`config.mk`:
```
export PLATFORM = sky130hd
export DESIGN_NAME = fwd_ext_top
export DESIGN_NICKNAME = d
export VERILOG_FILES = /design/src/fwd_ext_pkg.sv /design/src/ext_stage_if.sv /design/src/fwd_entry_stage.sv /design/src/fwd_select_stage.sv /design/src/fwd_update_stage.sv /design/src/fwd_mem_request_stage.sv /design/src/fwd_ext_top.sv
export VERILOG_INCLUDE_DIRS = /design/src /design/src/include
export SDC_FILE = /design/constraint.sdc
export NUM_CORES = 2
export LEC_CHECK = 0
export CORE_AREA = 2 2 709 711
export DETAILED_ROUTE_END_ITERATION = 8
export DIE_AREA = 0 0 711 713
export DONT_BUFFER_PORTS = 1
export HOLD_SLACK_MARGIN = 0.15
export PLACE_DENSITY = 0.45
export SYNTH_ARGS = -nofsm -noshare
export SYNTH_HDL_FRONTEND = slang
export SYNTH_HIERARCHICAL = 1
export SYNTH_SLANG_ARGS = --single-unit
```
`constraint.sdc`:
```
create_clock -name Clk_32UI -period 80.3 [get_ports Clk_32UI]
set_input_delay 16.06 -clock Clk_32UI [delete_from_list [all_inputs] [get_ports Clk_32UI]]
set_output_delay 16.06 -clock Clk_32UI [all_outputs]
set_load 0.02 [all_outputs]
```
`src/include/fwd_ext_macros.svh`:
```
`ifndef FWD_EXT_MACROS_SVH
`define FWD_EXT_MACROS_SVH

// read geometry and field widths
`define READ_LEN   101 // bases per read
`define READ_NUM_W 8   // read number in flight
`define POS_W      7   // i, min_intv, backward_x, curr pointer
`define STATUS_W   6
`define QUERY_W    8
`define ADDR_W     32  // DRAM word address

// item status codes
`define ST_F_INIT  6'd0
`define ST_F_RUN   6'd1
`define ST_F_BREAK 6'd2
`define ST_BCK_INI 6'd4
`define ST_BUBBLE  6'b110000 // empty pipeline slot

`endif

```
`src/fwd_ext_pkg.sv`:
```
`include "fwd_ext_macros.svh"

package fwd_ext_pkg;

	// ----------------------------------------------------------
	// bi-interval, info sits in the top word so the packed form
	// is the curr queue entry as it is written
	typedef struct packed {
		logic [63:0] info; // start position of the match
		logic [63:0] x2;   // interval size
		logic [63:0] x1;   // reverse strand start
		logic [63:0] x0;   // forward strand start
	} bi_interval_t;

	// one candidate per base, info is not used
	typedef bi_interval_t [3:0] ok_set_t;

	// ----------------------------------------------------------
	// suffix array position, seen as a number or as a block address
	typedef union packed {
		logic [63:0] num;
		struct packed {
			logic [28:0] upper;  // beyond the addressable range
			logic [27:0] idx;    // occurrence block index
			logic [6:0]  offset; // position inside the block
		} blk;
	} bwt_pos_u;

	// ----------------------------------------------------------
	// base c selects ok[3-c], the complement strand candidate
	function automatic bi_interval_t pick_candidate(
		input ok_set_t                ok,
		input logic [`QUERY_W-1:0]    query
	);
		logic [1:0] sel;
		sel = 2'd3 - query[1:0];
		return ok[sel];
	endfunction

	// block index widened to a DRAM word address
	function automatic logic [`ADDR_W-1:0] blk_addr(
		input bwt_pos_u pos
	);
		return {pos.blk.idx, 4'b0000};
	endfunction

endpackage

```
`src/ext_stage_if.sv`:
```
`timescale 1ns/1ns
`include "fwd_ext_macros.svh"

interface ext_stage_if import fwd_ext_pkg::*; ();

	logic [`STATUS_W-1:0]   status;     // ST_BUBBLE marks an empty slot
	logic [`QUERY_W-1:0]    query;      // current base
	logic [`POS_W-1:0]      ptr_curr;   // next free curr queue entry
	logic [`READ_NUM_W-1:0] read_num;
	bi_interval_t           ik;
	logic [`POS_W-1:0]      forward_i;
	logic [`POS_W-1:0]      min_intv;
	logic [`POS_W-1:0]      backward_x;

	modport src (
		output status, query, ptr_curr, read_num,
		output ik, forward_i, min_intv, backward_x
	);

	modport dst (
		input  status, query, ptr_curr, read_num,
		input  ik, forward_i, min_intv, backward_x
	);

endinterface

```
`src/fwd_entry_stage.sv`:
```
`timescale 1ns/1ns
`include "fwd_ext_macros.svh"

module fwd_entry_stage import fwd_ext_pkg::*; (
	input  logic                   Clk_32UI,
	input  logic                   reset_BWT_extend,
	input  logic                   stall_i,

	input  logic [`STATUS_W-1:0]   status_i,
	input  logic [`QUERY_W-1:0]    query_i,
	input  logic [`POS_W-1:0]      ptr_curr_i,
	input  logic [`READ_NUM_W-1:0] read_num_i,
	input  bi_interval_t           ik_i,
	input  logic [`POS_W-1:0]      forward_i_i,
	input  logic [`POS_W-1:0]      min_intv_i,
	input  logic [`POS_W-1:0]      backward_x_i,
	input  ok_set_t                ok_i,

	ext_stage_if.src               out,
	output ok_set_t                ok_o
);

	logic [`STATUS_W-1:0] status_n;

	// ----------------------------------------------------------
	// a running item that consumed the whole read stops here
	always_comb begin
		status_n = status_i;
		if (status_i == `ST_F_RUN && forward_i_i >= `READ_LEN) begin
			status_n = `ST_F_BREAK;
		end
	end

	always_ff @(posedge Clk_32UI) begin
		if (!reset_BWT_extend) begin
			out.status <= `ST_BUBBLE;
		end
		else if (!stall_i) begin
			out.status     <= status_n;
			out.query      <= query_i;
			out.ptr_curr   <= ptr_curr_i;
			out.read_num   <= read_num_i;
			out.ik         <= ik_i;
			out.forward_i  <= forward_i_i;
			out.min_intv   <= min_intv_i;
			out.backward_x <= backward_x_i;
			ok_o           <= ok_i; // candidates stay aligned with the item
		end
	end

endmodule

```
`src/fwd_select_stage.sv`:
```
`timescale 1ns/1ns
`include "fwd_ext_macros.svh"

module fwd_select_stage import fwd_ext_pkg::*; (
	input  logic                          Clk_32UI,
	input  logic                          reset_BWT_extend,
	input  logic                          stall_i,

	ext_stage_if.dst                      in,
	input  ok_set_t                       ok_i,

	ext_stage_if.src                      out,
	output ok_set_t                       ok_o,
	output logic                          update_ik_o,

	output logic [`READ_NUM_W-1:0]        curr_read_num_o,
	output logic                          curr_we_o,
	output bi_interval_t                  curr_data_o,
	output logic [`POS_W-1:0]             curr_addr_o,

	output logic                          ret_valid_o,
	output logic [`POS_W-1:0]             ret_o,
	output logic [`READ_NUM_W-1:0]        ret_read_num_o
);

	bi_interval_t         cand;
	logic [`STATUS_W-1:0] status_n;
	logic [`POS_W-1:0]    ptr_n;
	logic                 write_n;  // push old ik into curr
	logic                 update_n; // take the candidate downstream
	logic                 ret_n;

	// ----------------------------------------------------------
	// forward step decision
	always_comb begin
		cand     = pick_candidate(ok_i, in.query);
		status_n = in.status;
		write_n  = 1'b0;
		update_n = 1'b0;
		ret_n    = 1'b0;
		case (in.status)
			`ST_F_RUN: begin
				if (in.query > 8'd3) begin // ambiguous base ends the extension
					write_n  = 1'b1;
					status_n = `ST_F_BREAK;
				end
				else if (cand.x2 != in.ik.x2) begin // interval shrank
					write_n = 1'b1;
					if (cand.x2 < 64'(in.min_intv)) begin
						status_n = `ST_F_BREAK;
					end
					else begin
						update_n = 1'b1;
					end
				end
				else begin
					update_n = 1'b1;
				end
			end
			`ST_F_BREAK: begin
				write_n  = (in.forward_i == `READ_LEN); // reached the read end
				ret_n    = 1'b1;
				status_n = `ST_BCK_INI;
			end
			default: status_n = in.status;
		endcase
		ptr_n = write_n ? in.ptr_curr + 1'b1 : in.ptr_curr;
	end

	always_ff @(posedge Clk_32UI) begin
		if (!reset_BWT_extend) begin
			out.status      <= `ST_BUBBLE;
			update_ik_o     <= 1'b0;
			curr_we_o       <= 1'b0;
			curr_data_o     <= '0;
			curr_addr_o     <= '0;
			curr_read_num_o <= '0;
			ret_valid_o     <= 1'b0;
		end
		else if (!stall_i) begin
			out.status      <= status_n;
			out.ptr_curr    <= ptr_n;
			update_ik_o     <= update_n;

			curr_we_o       <= write_n;
			curr_data_o     <= write_n ? in.ik : '0;
			curr_addr_o     <= write_n ? in.ptr_curr : '0;
			curr_read_num_o <= write_n ? in.read_num : '0;

			ret_valid_o     <= ret_n;
			ret_o           <= ret_n ? in.ik.info[`POS_W-1:0] : '0; // return position
			ret_read_num_o  <= ret_n ? in.read_num : '0;

			out.query       <= in.query;
			out.read_num    <= in.read_num;
			out.ik          <= in.ik;
			out.forward_i   <= in.forward_i;
			out.min_intv    <= in.min_intv;
			out.backward_x  <= in.backward_x;
			ok_o            <= ok_i;
		end
	end

endmodule

```
`src/fwd_update_stage.sv`:
```
`timescale 1ns/1ns
`include "fwd_ext_macros.svh"

module fwd_update_stage import fwd_ext_pkg::*; (
	input  logic            Clk_32UI,
	input  logic            reset_BWT_extend,
	input  logic            stall_i,

	ext_stage_if.dst        in,
	input  ok_set_t         ok_i,
	input  logic            update_ik_i,

	ext_stage_if.src        out,
	output logic [63:0]     k_pos_o,
	output logic [63:0]     l_pos_o,
	output logic [63:0]     k_pos_m1_o,
	output logic [63:0]     l_pos_m1_o
);

	bi_interval_t           cand;
	bi_interval_t           ik_n;
	logic [`POS_W-1:0]      fwd_i_n;
	logic [63:0]            k_n;
	logic [63:0]            l_n;

	// first register level
	logic [`STATUS_W-1:0]   status_a;
	logic [`QUERY_W-1:0]    query_a;
	logic [`POS_W-1:0]      ptr_curr_a;
	logic [`READ_NUM_W-1:0] read_num_a;
	bi_interval_t           ik_a;
	logic [`POS_W-1:0]      forward_i_a;
	logic [`POS_W-1:0]      min_intv_a;
	logic [`POS_W-1:0]      backward_x_a;
	logic [63:0]            k_a, l_a, k_m1_a, l_m1_a;

	// ----------------------------------------------------------
	// ik = ok[c]; ik.info = i + 1; i++
	always_comb begin
		cand    = pick_candidate(ok_i, in.query);
		ik_n    = in.ik;
		fwd_i_n = in.forward_i;
		if (in.status == `ST_F_RUN && update_ik_i) begin
			fwd_i_n   = in.forward_i + 1'b1;
			ik_n.x0   = cand.x0;
			ik_n.x1   = cand.x1;
			ik_n.x2   = cand.x2;
			ik_n.info = 64'(fwd_i_n);
		end
		k_n = ik_n.x1 - 64'd1; // occurrence positions for the next step
		l_n = k_n + ik_n.x2;
	end

	always_ff @(posedge Clk_32UI) begin
		if (!reset_BWT_extend) begin
			status_a <= `ST_BUBBLE;
		end
		else if (!stall_i) begin
			status_a     <= in.status;
			query_a      <= in.query;
			ptr_curr_a   <= in.ptr_curr;
			read_num_a   <= in.read_num;
			ik_a         <= ik_n;
			forward_i_a  <= fwd_i_n;
			min_intv_a   <= in.min_intv;
			backward_x_a <= in.backward_x;
			k_a          <= k_n;
			l_a          <= l_n;
			k_m1_a       <= k_n - 64'd1; // primary correction picks these
			l_m1_a       <= l_n - 64'd1;
		end
	end

	// ----------------------------------------------------------
	// retime, gives the compare against primary a full cycle
	always_ff @(posedge Clk_32UI) begin
		if (!reset_BWT_extend) begin
			out.status <= `ST_BUBBLE;
		end
		else if (!stall_i) begin
			out.status     <= status_a;
			out.query      <= query_a;
			out.ptr_curr   <= ptr_curr_a;
			out.read_num   <= read_num_a;
			out.ik         <= ik_a;
			out.forward_i  <= forward_i_a;
			out.min_intv   <= min_intv_a;
			out.backward_x <= backward_x_a;
			k_pos_o        <= k_a;
			l_pos_o        <= l_a;
			k_pos_m1_o     <= k_m1_a;
			l_pos_m1_o     <= l_m1_a;
		end
	end

endmodule

```
`src/fwd_mem_request_stage.sv`:
```
`timescale 1ns/1ns
`include "fwd_ext_macros.svh"

module fwd_mem_request_stage import fwd_ext_pkg::*; (
	input  logic                   Clk_32UI,
	input  logic                   reset_BWT_extend,
	input  logic                   stall_i,
	input  logic [63:0]            primary_i,

	ext_stage_if.dst               in,
	input  logic [63:0]            k_pos_i,
	input  logic [63:0]            l_pos_i,
	input  logic [63:0]            k_pos_m1_i,
	input  logic [63:0]            l_pos_m1_i,

	output logic                   dram_valid_o,
	output logic [`ADDR_W-1:0]     addr_k_o,
	output logic [`ADDR_W-1:0]     addr_l_o,

	output logic [`STATUS_W-1:0]   status_o,
	output logic [`POS_W-1:0]      ptr_curr_o,
	output logic [`READ_NUM_W-1:0] read_num_o,
	output bi_interval_t           ik_o,
	output logic [`POS_W-1:0]      forward_i_o,
	output logic [`POS_W-1:0]      min_intv_o,
	output logic [`POS_W-1:0]      backward_x_o,
	output logic [`POS_W-1:0]      next_query_position_o
);

	bwt_pos_u k_sel;
	bwt_pos_u l_sel;
	logic     req; // item still extending, fetch its next blocks

	// the primary row ($) is not stored in the BWT
	always_comb begin
		k_sel.num = (k_pos_i >= primary_i) ? k_pos_m1_i : k_pos_i;
		l_sel.num = (l_pos_i >= primary_i) ? l_pos_m1_i : l_pos_i;
		req       = (in.status == `ST_F_INIT) || (in.status == `ST_F_RUN);
	end

	always_ff @(posedge Clk_32UI) begin
		if (!reset_BWT_extend) begin
			status_o     <= `ST_BUBBLE;
			dram_valid_o <= 1'b0;
			addr_k_o     <= '0;
			addr_l_o     <= '0;
		end
		else if (!stall_i) begin
			dram_valid_o <= req;
			addr_k_o     <= req ? blk_addr(k_sel) : '0;
			addr_l_o     <= req ? blk_addr(l_sel) : '0;
			status_o     <= (in.status == `ST_F_INIT) ? `ST_F_RUN : in.status;

			ptr_curr_o            <= in.ptr_curr;
			read_num_o            <= in.read_num;
			ik_o                  <= in.ik;
			forward_i_o           <= in.forward_i;
			min_intv_o            <= in.min_intv;
			backward_x_o          <= in.backward_x;
			next_query_position_o <= in.forward_i;
		end
		else begin
			// a request must not repeat while the pipeline is frozen
			dram_valid_o <= 1'b0;
			addr_k_o     <= '0;
			addr_l_o     <= '0;
		end
	end

endmodule

```
`src/fwd_ext_top.sv`:
```
`timescale 1ns/1ns
`include "fwd_ext_macros.svh"

module fwd_ext_top import fwd_ext_pkg::*; (
	input  logic                   Clk_32UI,
	input  logic                   reset_BWT_extend,
	input  logic                   stall_i,
	input  logic [63:0]            primary_i,

	input  logic [`STATUS_W-1:0]   status_i,
	input  logic [`QUERY_W-1:0]    query_i,
	input  logic [`POS_W-1:0]      ptr_curr_i,
	input  logic [`READ_NUM_W-1:0] read_num_i,
	input  logic [63:0]            ik_x0_i, ik_x1_i, ik_x2_i, ik_info_i,
	input  logic [`POS_W-1:0]      forward_i_i,
	input  logic [`POS_W-1:0]      min_intv_i,
	input  logic [`POS_W-1:0]      backward_x_i,
	input  logic [63:0]            ok0_x0_i, ok0_x1_i, ok0_x2_i,
	input  logic [63:0]            ok1_x0_i, ok1_x1_i, ok1_x2_i,
	input  logic [63:0]            ok2_x0_i, ok2_x1_i, ok2_x2_i,
	input  logic [63:0]            ok3_x0_i, ok3_x1_i, ok3_x2_i,

	output logic                   dram_valid_o,
	output logic [`ADDR_W-1:0]     addr_k_o, addr_l_o,
	output logic [`STATUS_W-1:0]   status_o,
	output logic [`POS_W-1:0]      ptr_curr_o,
	output logic [`READ_NUM_W-1:0] read_num_o,
	output logic [63:0]            ik_x0_o, ik_x1_o, ik_x2_o, ik_info_o,
	output logic [`POS_W-1:0]      forward_i_o,
	output logic [`POS_W-1:0]      min_intv_o,
	output logic [`POS_W-1:0]      backward_x_o,
	output logic [`POS_W-1:0]      next_query_position_o,

	output logic [`READ_NUM_W-1:0] curr_read_num_o,
	output logic                   curr_we_o,
	output logic [255:0]           curr_data_o,
	output logic [`POS_W-1:0]      curr_addr_o,

	output logic                   ret_valid_o,
	output logic [`POS_W-1:0]      ret_o,
	output logic [`READ_NUM_W-1:0] ret_read_num_o
);

	ok_set_t      ok_in, ok_s0, ok_s1;
	bi_interval_t ik_in, ik_out;
	logic         update_ik;
	logic [63:0]  k_pos, l_pos, k_pos_m1, l_pos_m1;

	ext_stage_if s0 ();
	ext_stage_if s1 ();
	ext_stage_if s2 ();

	// ----------------------------------------------------------
	// flat ports to packed types, candidate info words are unused
	assign ik_in    = {ik_info_i, ik_x2_i, ik_x1_i, ik_x0_i};
	assign ok_in[0] = {64'd0, ok0_x2_i, ok0_x1_i, ok0_x0_i};
	assign ok_in[1] = {64'd0, ok1_x2_i, ok1_x1_i, ok1_x0_i};
	assign ok_in[2] = {64'd0, ok2_x2_i, ok2_x1_i, ok2_x0_i};
	assign ok_in[3] = {64'd0, ok3_x2_i, ok3_x1_i, ok3_x0_i};
	assign {ik_info_o, ik_x2_o, ik_x1_o, ik_x0_o} = ik_out;

	fwd_entry_stage u_entry (
		.Clk_32UI(Clk_32UI), .reset_BWT_extend(reset_BWT_extend), .stall_i(stall_i),
		.status_i(status_i), .query_i(query_i), .ptr_curr_i(ptr_curr_i),
		.read_num_i(read_num_i), .ik_i(ik_in), .forward_i_i(forward_i_i),
		.min_intv_i(min_intv_i), .backward_x_i(backward_x_i), .ok_i(ok_in),
		.out(s0.src), .ok_o(ok_s0)
	);

	fwd_select_stage u_select (
		.Clk_32UI(Clk_32UI), .reset_BWT_extend(reset_BWT_extend), .stall_i(stall_i),
		.in(s0.dst), .ok_i(ok_s0), .out(s1.src), .ok_o(ok_s1), .update_ik_o(update_ik),
		.curr_read_num_o(curr_read_num_o), .curr_we_o(curr_we_o),
		.curr_data_o(curr_data_o), .curr_addr_o(curr_addr_o),
		.ret_valid_o(ret_valid_o), .ret_o(ret_o), .ret_read_num_o(ret_read_num_o)
	);

	fwd_update_stage u_update (
		.Clk_32UI(Clk_32UI), .reset_BWT_extend(reset_BWT_extend), .stall_i(stall_i),
		.in(s1.dst), .ok_i(ok_s1), .update_ik_i(update_ik), .out(s2.src),
		.k_pos_o(k_pos), .l_pos_o(l_pos), .k_pos_m1_o(k_pos_m1), .l_pos_m1_o(l_pos_m1)
	);

	fwd_mem_request_stage u_mem_req (
		.Clk_32UI(Clk_32UI), .reset_BWT_extend(reset_BWT_extend), .stall_i(stall_i),
		.primary_i(primary_i), .in(s2.dst),
		.k_pos_i(k_pos), .l_pos_i(l_pos), .k_pos_m1_i(k_pos_m1), .l_pos_m1_i(l_pos_m1),
		.dram_valid_o(dram_valid_o), .addr_k_o(addr_k_o), .addr_l_o(addr_l_o),
		.status_o(status_o), .ptr_curr_o(ptr_curr_o), .read_num_o(read_num_o),
		.ik_o(ik_out), .forward_i_o(forward_i_o), .min_intv_o(min_intv_o),
		.backward_x_o(backward_x_o), .next_query_position_o(next_query_position_o)
	);

endmodule

```
---- Yosys cells after proc, flatten, opt, wreduce, memory -nomap -nowiden ----
Index checks and enable logic that the tools add are counted.
cells by class
  $add $sub $neg .......................... 8
  magnitude comparators ................... 7
  equal/unequal tests ..................... 7
  muxes and demuxes ....................... 26
  bitwise gates (word level) .............. 3
  reductions and logical operators ........ 7
operator list
  kind                                                           count
  binary-select mux 256 bit (select 2 bit)                       2
  two-way mux 192 bit                                            2
  two-way mux 256 bit                                            1
  two-way mux 199 bit                                            1
  >= comparator 64 bit                                           2
  two-way mux 35 bit                                             2
  subtractor 35 x 1 -> 35 bit, second input constant             2
  adder 64 bit                                                   1
  < comparator 64 x 7 -> 1 bit                                   1
  != test 64 bit                                                 1
  subtractor 64 x 1 -> 64 bit, second input constant             1
  two-way mux 6 bit                                              5
  == test 6 x 1 -> 1 bit, second input constant                  4
  two-way mux 7 bit                                              3
  adder 7 x 1 -> 7 bit, second input constant                    2
  case mux 6 bit (2 select lines)                                1
  greater-than comparator 8 x 2 -> 1 bit, second input constant  1
  two-way mux 8 bit                                              1
  == test 7 bit, second input constant                           1
  >= comparator 7 bit, second input constant                     1
  two-way mux 1 bit                                              7
  == test 6 x 2 -> 1 bit, second input constant                  1
  zero test 6 bit                                                1
  < comparator 2 x 3 -> 1 bit, second input constant             2
  8 further kinds                                                12
storage, ports and cells
  bits in registers ....................... 3,786
  bits of input ports ..................... 1,141
  logic and storage cells ................. 159

---- Depth between registers and ports, before layout ----
  word-level depth ........................ 8
  gate-level depth with buffers ........... 36
  mapped depth without buffers ............ 25

---- Hierarchy ----
The synthesis kept the hierarchy.
by module, submodules not included
  module                 instances  cells each  area an instance (µm²)  sequential area each (µm²)
  fwd_select_stage       1          2,457       52,793.1                45,813.9
  fwd_update_stage       1          3,410       50,173.1                33,572.2
  fwd_entry_stage        1          1,349       40,015.9                39,878.2
  fwd_mem_request_stage  1          932         14,099.8                10,029.6
  fwd_ext_top            1          1           3.8                     0.0

---- Least setup slack after synthesis ----
No wires, ideal clock.
  path kind ............................... in2reg
  from .................................... in stall_i
  to ...................................... reg u_entry/ok_o[0] (netlist bit), enable pin
  library setup time ...................... 3.208 ns
  arrival ................................. 74.338 ns
  data required time ...................... 77.092 ns
  setup slack ............................. 2.754 ns
  stages on the path ...................... 2
  path buffers ............................ 1
  cells stage by stage .................... buf_2 nor2b_1
between the ends
  longest elaborated chain between the ends .. 2
ends and longest elaborated chain
  element                               line                   source
  start, declared                       fwd_ext_top.sv:7       input logic stall_i,
  NOT 1 bit (no source line)            n/a
  AND reduction 2 bit (no source line)  n/a
  end signal, assigned                  fwd_entry_stage.sv:47  ok_o <= ok_i;
  end, declared                         fwd_entry_stage.sv:20  output ok_set_t ok_o
Every way passes these cells.
A chain may end at the register's enable or synchronous reset.

---- Final worst setup path ----
  from .................................... in reset_BWT_extend
  to ...................................... reg u_update/out.ik[185] (netlist name)
between the ends
  longest elaborated chain between the ends .. 1
ends and longest elaborated chain
  element                               line              source
  start, declared                       fwd_ext_top.sv:6  input logic reset_BWT_extend,
  AND reduction 2 bit (no source line)  n/a
Every way passes these cells.

==> results <==
- The flow ran to the end, and the final reports show no timing, DRC or antenna violations.
- STA classifies the critical path endpoint as a flop.
- After legalization and detailed placement, the total HPWL measured 404400 µm.
- The average cell area after synthesis is 18.60 µm².
- The y dimension of the die is 713 µm.
- The number of setup violations in the final report is 0.
- The critical path contains buffers and inverters numbering 6 combined.
- After detailed routing, the number of remaining DRC violations is 0.
- The effective utilization at floorplan is 27.12%.
- During I/O placement, the number of pins put on the boundary was 1799.
- The post-CTS setup repair buffer count is 0.
- After layout, the minimum clock period comes to 21.01 ns.
- The count of final max-slew check failures is 0.
- After routing the design area is 158700 µm².
- Wires add up to 519900 µm.
- For this design the static power due to leakage is 52.93 nW.
- The area growth from synthesis to layout is 17.08%.
- Dividing the detail-routed wire length by the instance count gives 35.04 µm.
- The cell row count is 260.
- The first-pass iteration count of the detailed router is 8.
- The most frequent cell on the critical path is sky130_fd_sc_hd__buf_4.
- The number of antenna violations at the first check in global routing is 441.
- The aggregate negative setup slack is 0 ns.
- In the global route stage, overall resource usage came out at 19.79%.
- The floorplan step defined a die boundary enclosing 506900 µm².
- For the worst setup path, the data arrival time is 21.54 ns.
- TritonCTS built the clock tree.
- The last weighted congestion value of the routability-driven placer is 0.8937.
- The maximum clock frequency is 0.04760 GHz.
- The count of final hold-check violations is 0.
- The cell count after synthesis came out at 7287.
- The final net count is 8945.
- CTS saw 3750 sinks.
- Registers take 109000 µm².
- The largest single stage delay on the critical path is 0.84 ns.
- The normalized max-slew margin is 8.001%.
- The kind of critical path is input pin to flop.
- The area of the core is 499700 µm².
- The path class of the tightest hold or removal check is flop to flop.
- After clock tree synthesis, the flow added hold-fix buffers numbering 0.
- The detailed router's first-iteration violation count is 7414.
- The maximum fanout encountered on the critical timing path is 69.
- Clock tree synthesis selected as its root buffer the cell sky130_fd_sc_hd__clkbuf_16.
- The clock slew at the register clock pins of the worst setup and hold paths is 0.06 ns.
- The quantity of I/O buffers inserted on ports is 0.
- The total number of vias is 69647.
- For the pin with the worst max-slew slack, the measured transition is 1.345 ns.
- In the final layout, the share of cells above drive strength 1 is 13.94%.
- For this design the ratio of total power to cell area is 27.76 nW/µm².
- VDD sags by at most 0.02052 mV.
- The via count of the first global-routing pass is 67971.
- The worst clock skew on the final layout is 0.09915 ns.
- Clock latency on the worst-skew pair, taken at its later pin, is 1.01 ns.
- The global-route wire length before repair is 669900 µm.
- Gates resized during post-CTS repair numbered 0.
- Entering global routing, the biggest net connects 141 pins.
- The die extent in x is 711 µm.
- The number of levels the H-tree was split into is 5.
- The internal reg-to-reg setup slack is 70.60 ns.
- The portion of the clock cycle consumed by the worst path in the final layout is 26.16%.
- The final antenna-violating net count is 0.
- After detailed routing, the number of vias per cell comes to 4.694.
- Counting the fill cells in the layout gives 48366.
- The library cell contributing the largest single delay on the critical path is sky130_fd_sc_hd__buf_4.
- Across the run, the number of max-cap violations was 0.
- The signal on the critical path passes through nor2b_4, buf_4, buf_4, buf_4, buf_4, buf_4, buf_4.
- The global-route congestion overflow total is 0.
- The placed instances occupy a cell area of 144100 µm².
- Setup repair after global routing left no endpoint under its margin.
- In this run the deepest clock path goes through 4 buffers.
- The nature of the critical path startpoint is an input pin.
- During synthesis, Yosys emitted a total of 6 warnings.
- The total clock buffers created by CTS is 412.
- The post-synthesis instance area is 135500 µm².
- STA puts the critical path data required time at 80.84 ns.
- The combined area of the multi-input logic cells is 24910 µm².
- The cell family contributing the most delay on the critical path is buffers and inverters.
-- metrics by stage --
| stage | setup slack, ns | util, % | std cells | hold WS, ns | total power [mW] |
|---|---|---|---|---|---|
| after floorplan | 14.52 | - | 7294 | 0.4003 | 2.507 |
| after global placement | 58.48 | 28.84 | 13865 | 0.4003 | 2.489 |
| after detailed placement | 58.29 | 28.84 | 13865 | 0.4045 | 2.493 |
| after CTS | 59.34 | 31.65 | 14641 | 0.3544 | 4.458 |
| after global routing | 58.90 | 31.71 | 14754 | 0.3612 | 4.545 |
| final | 59.29 | 31.75 | 14837 | 0.3521 | 4.404 |
-- final timing paths --
| kind | startpoint | endpoint | cells past startpoint |
|---|---|---|---|
| hold reg to reg | u_update/out.ik[45] | u_mem_req/ik_o[45] | 0 |
| hold / removal | u_update/out.ik[45] | u_mem_req/ik_o[45] | 0 |
| setup / recovery | reset_BWT_extend | u_update/out.ik[185] | 7 |
| setup reg to reg | u_select/out.status[2] | u_update/l_m1_a[34] | 20 |
-- layer usage --
metal / up-vias / wire length (µm) / global-route usage [%]
li1: 29478 / - / -
met1: 35640 / 207900 / 24.66
met2: 3350 / 245000 / 31.97
met3: 1035 / 46980 / 6.702
met4: 144 / 19050 / 7.131
met5: - / 948 / 0
-- report_power, final --
| part | switching (mW) | internal (mW) |
|---|---|---|
| clock network | 0.829 | 1.13 |
| registers | 0.0565 | 2.22 |
| logic | 0.122 | 0.0472 |
-- cell usage in the layout (no fill, tap or decap), drive strengths merged, types with 39 or more instances in the layout --
| master | n |
|---|---|
| nand4 | 75 |
| xor2 | 83 |
| diode | 196 |
| ha | 205 |
| and2 | 92 |
| edfxtp | 3389 |
| mux2i | 147 |
| dfxtp | 361 |
| bufinv | 39 |
| nand3 | 78 |
| o21ai | 134 |
| mux4 | 237 |
| nand2 | 671 |
| clkinv | 161 |
| a21oi | 138 |
| nor4 | 72 |
| inv | 175 |
| xnor2 | 154 |
| nor2 | 172 |
| a22o | 273 |
| buf | 155 |
| a21o | 78 |
| clkbuf | 539 |
| nor3 | 91 |
-- registers in the layout, indices dropped and copies added, names as in the netlist, 28 cells and up --
| name | flops |
|---|---|
| u_entry/ok_o | 768 |
| u_select/ok_o | 768 |
| u_entry/out.ik | 256 |
| u_mem_req/ik_o | 256 |
| u_select/curr_data_o | 256 |
| u_select/out.ik | 256 |
| u_update/ik_a | 256 |
| u_update/out.ik | 256 |
| u_update/k_a | 64 |
| u_update/k_pos_o | 64 |
| u_update/l_a | 64 |
| u_update/l_pos_o | 64 |
| u_mem_req/addr_k_o | 28 |
| u_mem_req/addr_l_o | 28 |
| u_update/k_m1_a | 28 |
| u_update/k_pos_m1_o | 28 |
| u_update/l_m1_a | 28 |
| u_update/l_pos_m1_o | 28 |
-- area by class of cell --
cell class              instances  area share, %
repair buffers                155         0.7965
diodes                        196         0.3091
clock inverters               237          1.757
multi-input cells            3126          15.70
well taps                    6681          5.269
inverters                     153         0.3620
clock buffers                 539          7.111
flip-flops and latches       3750          68.70
Power figures use the tool's default switching activity.
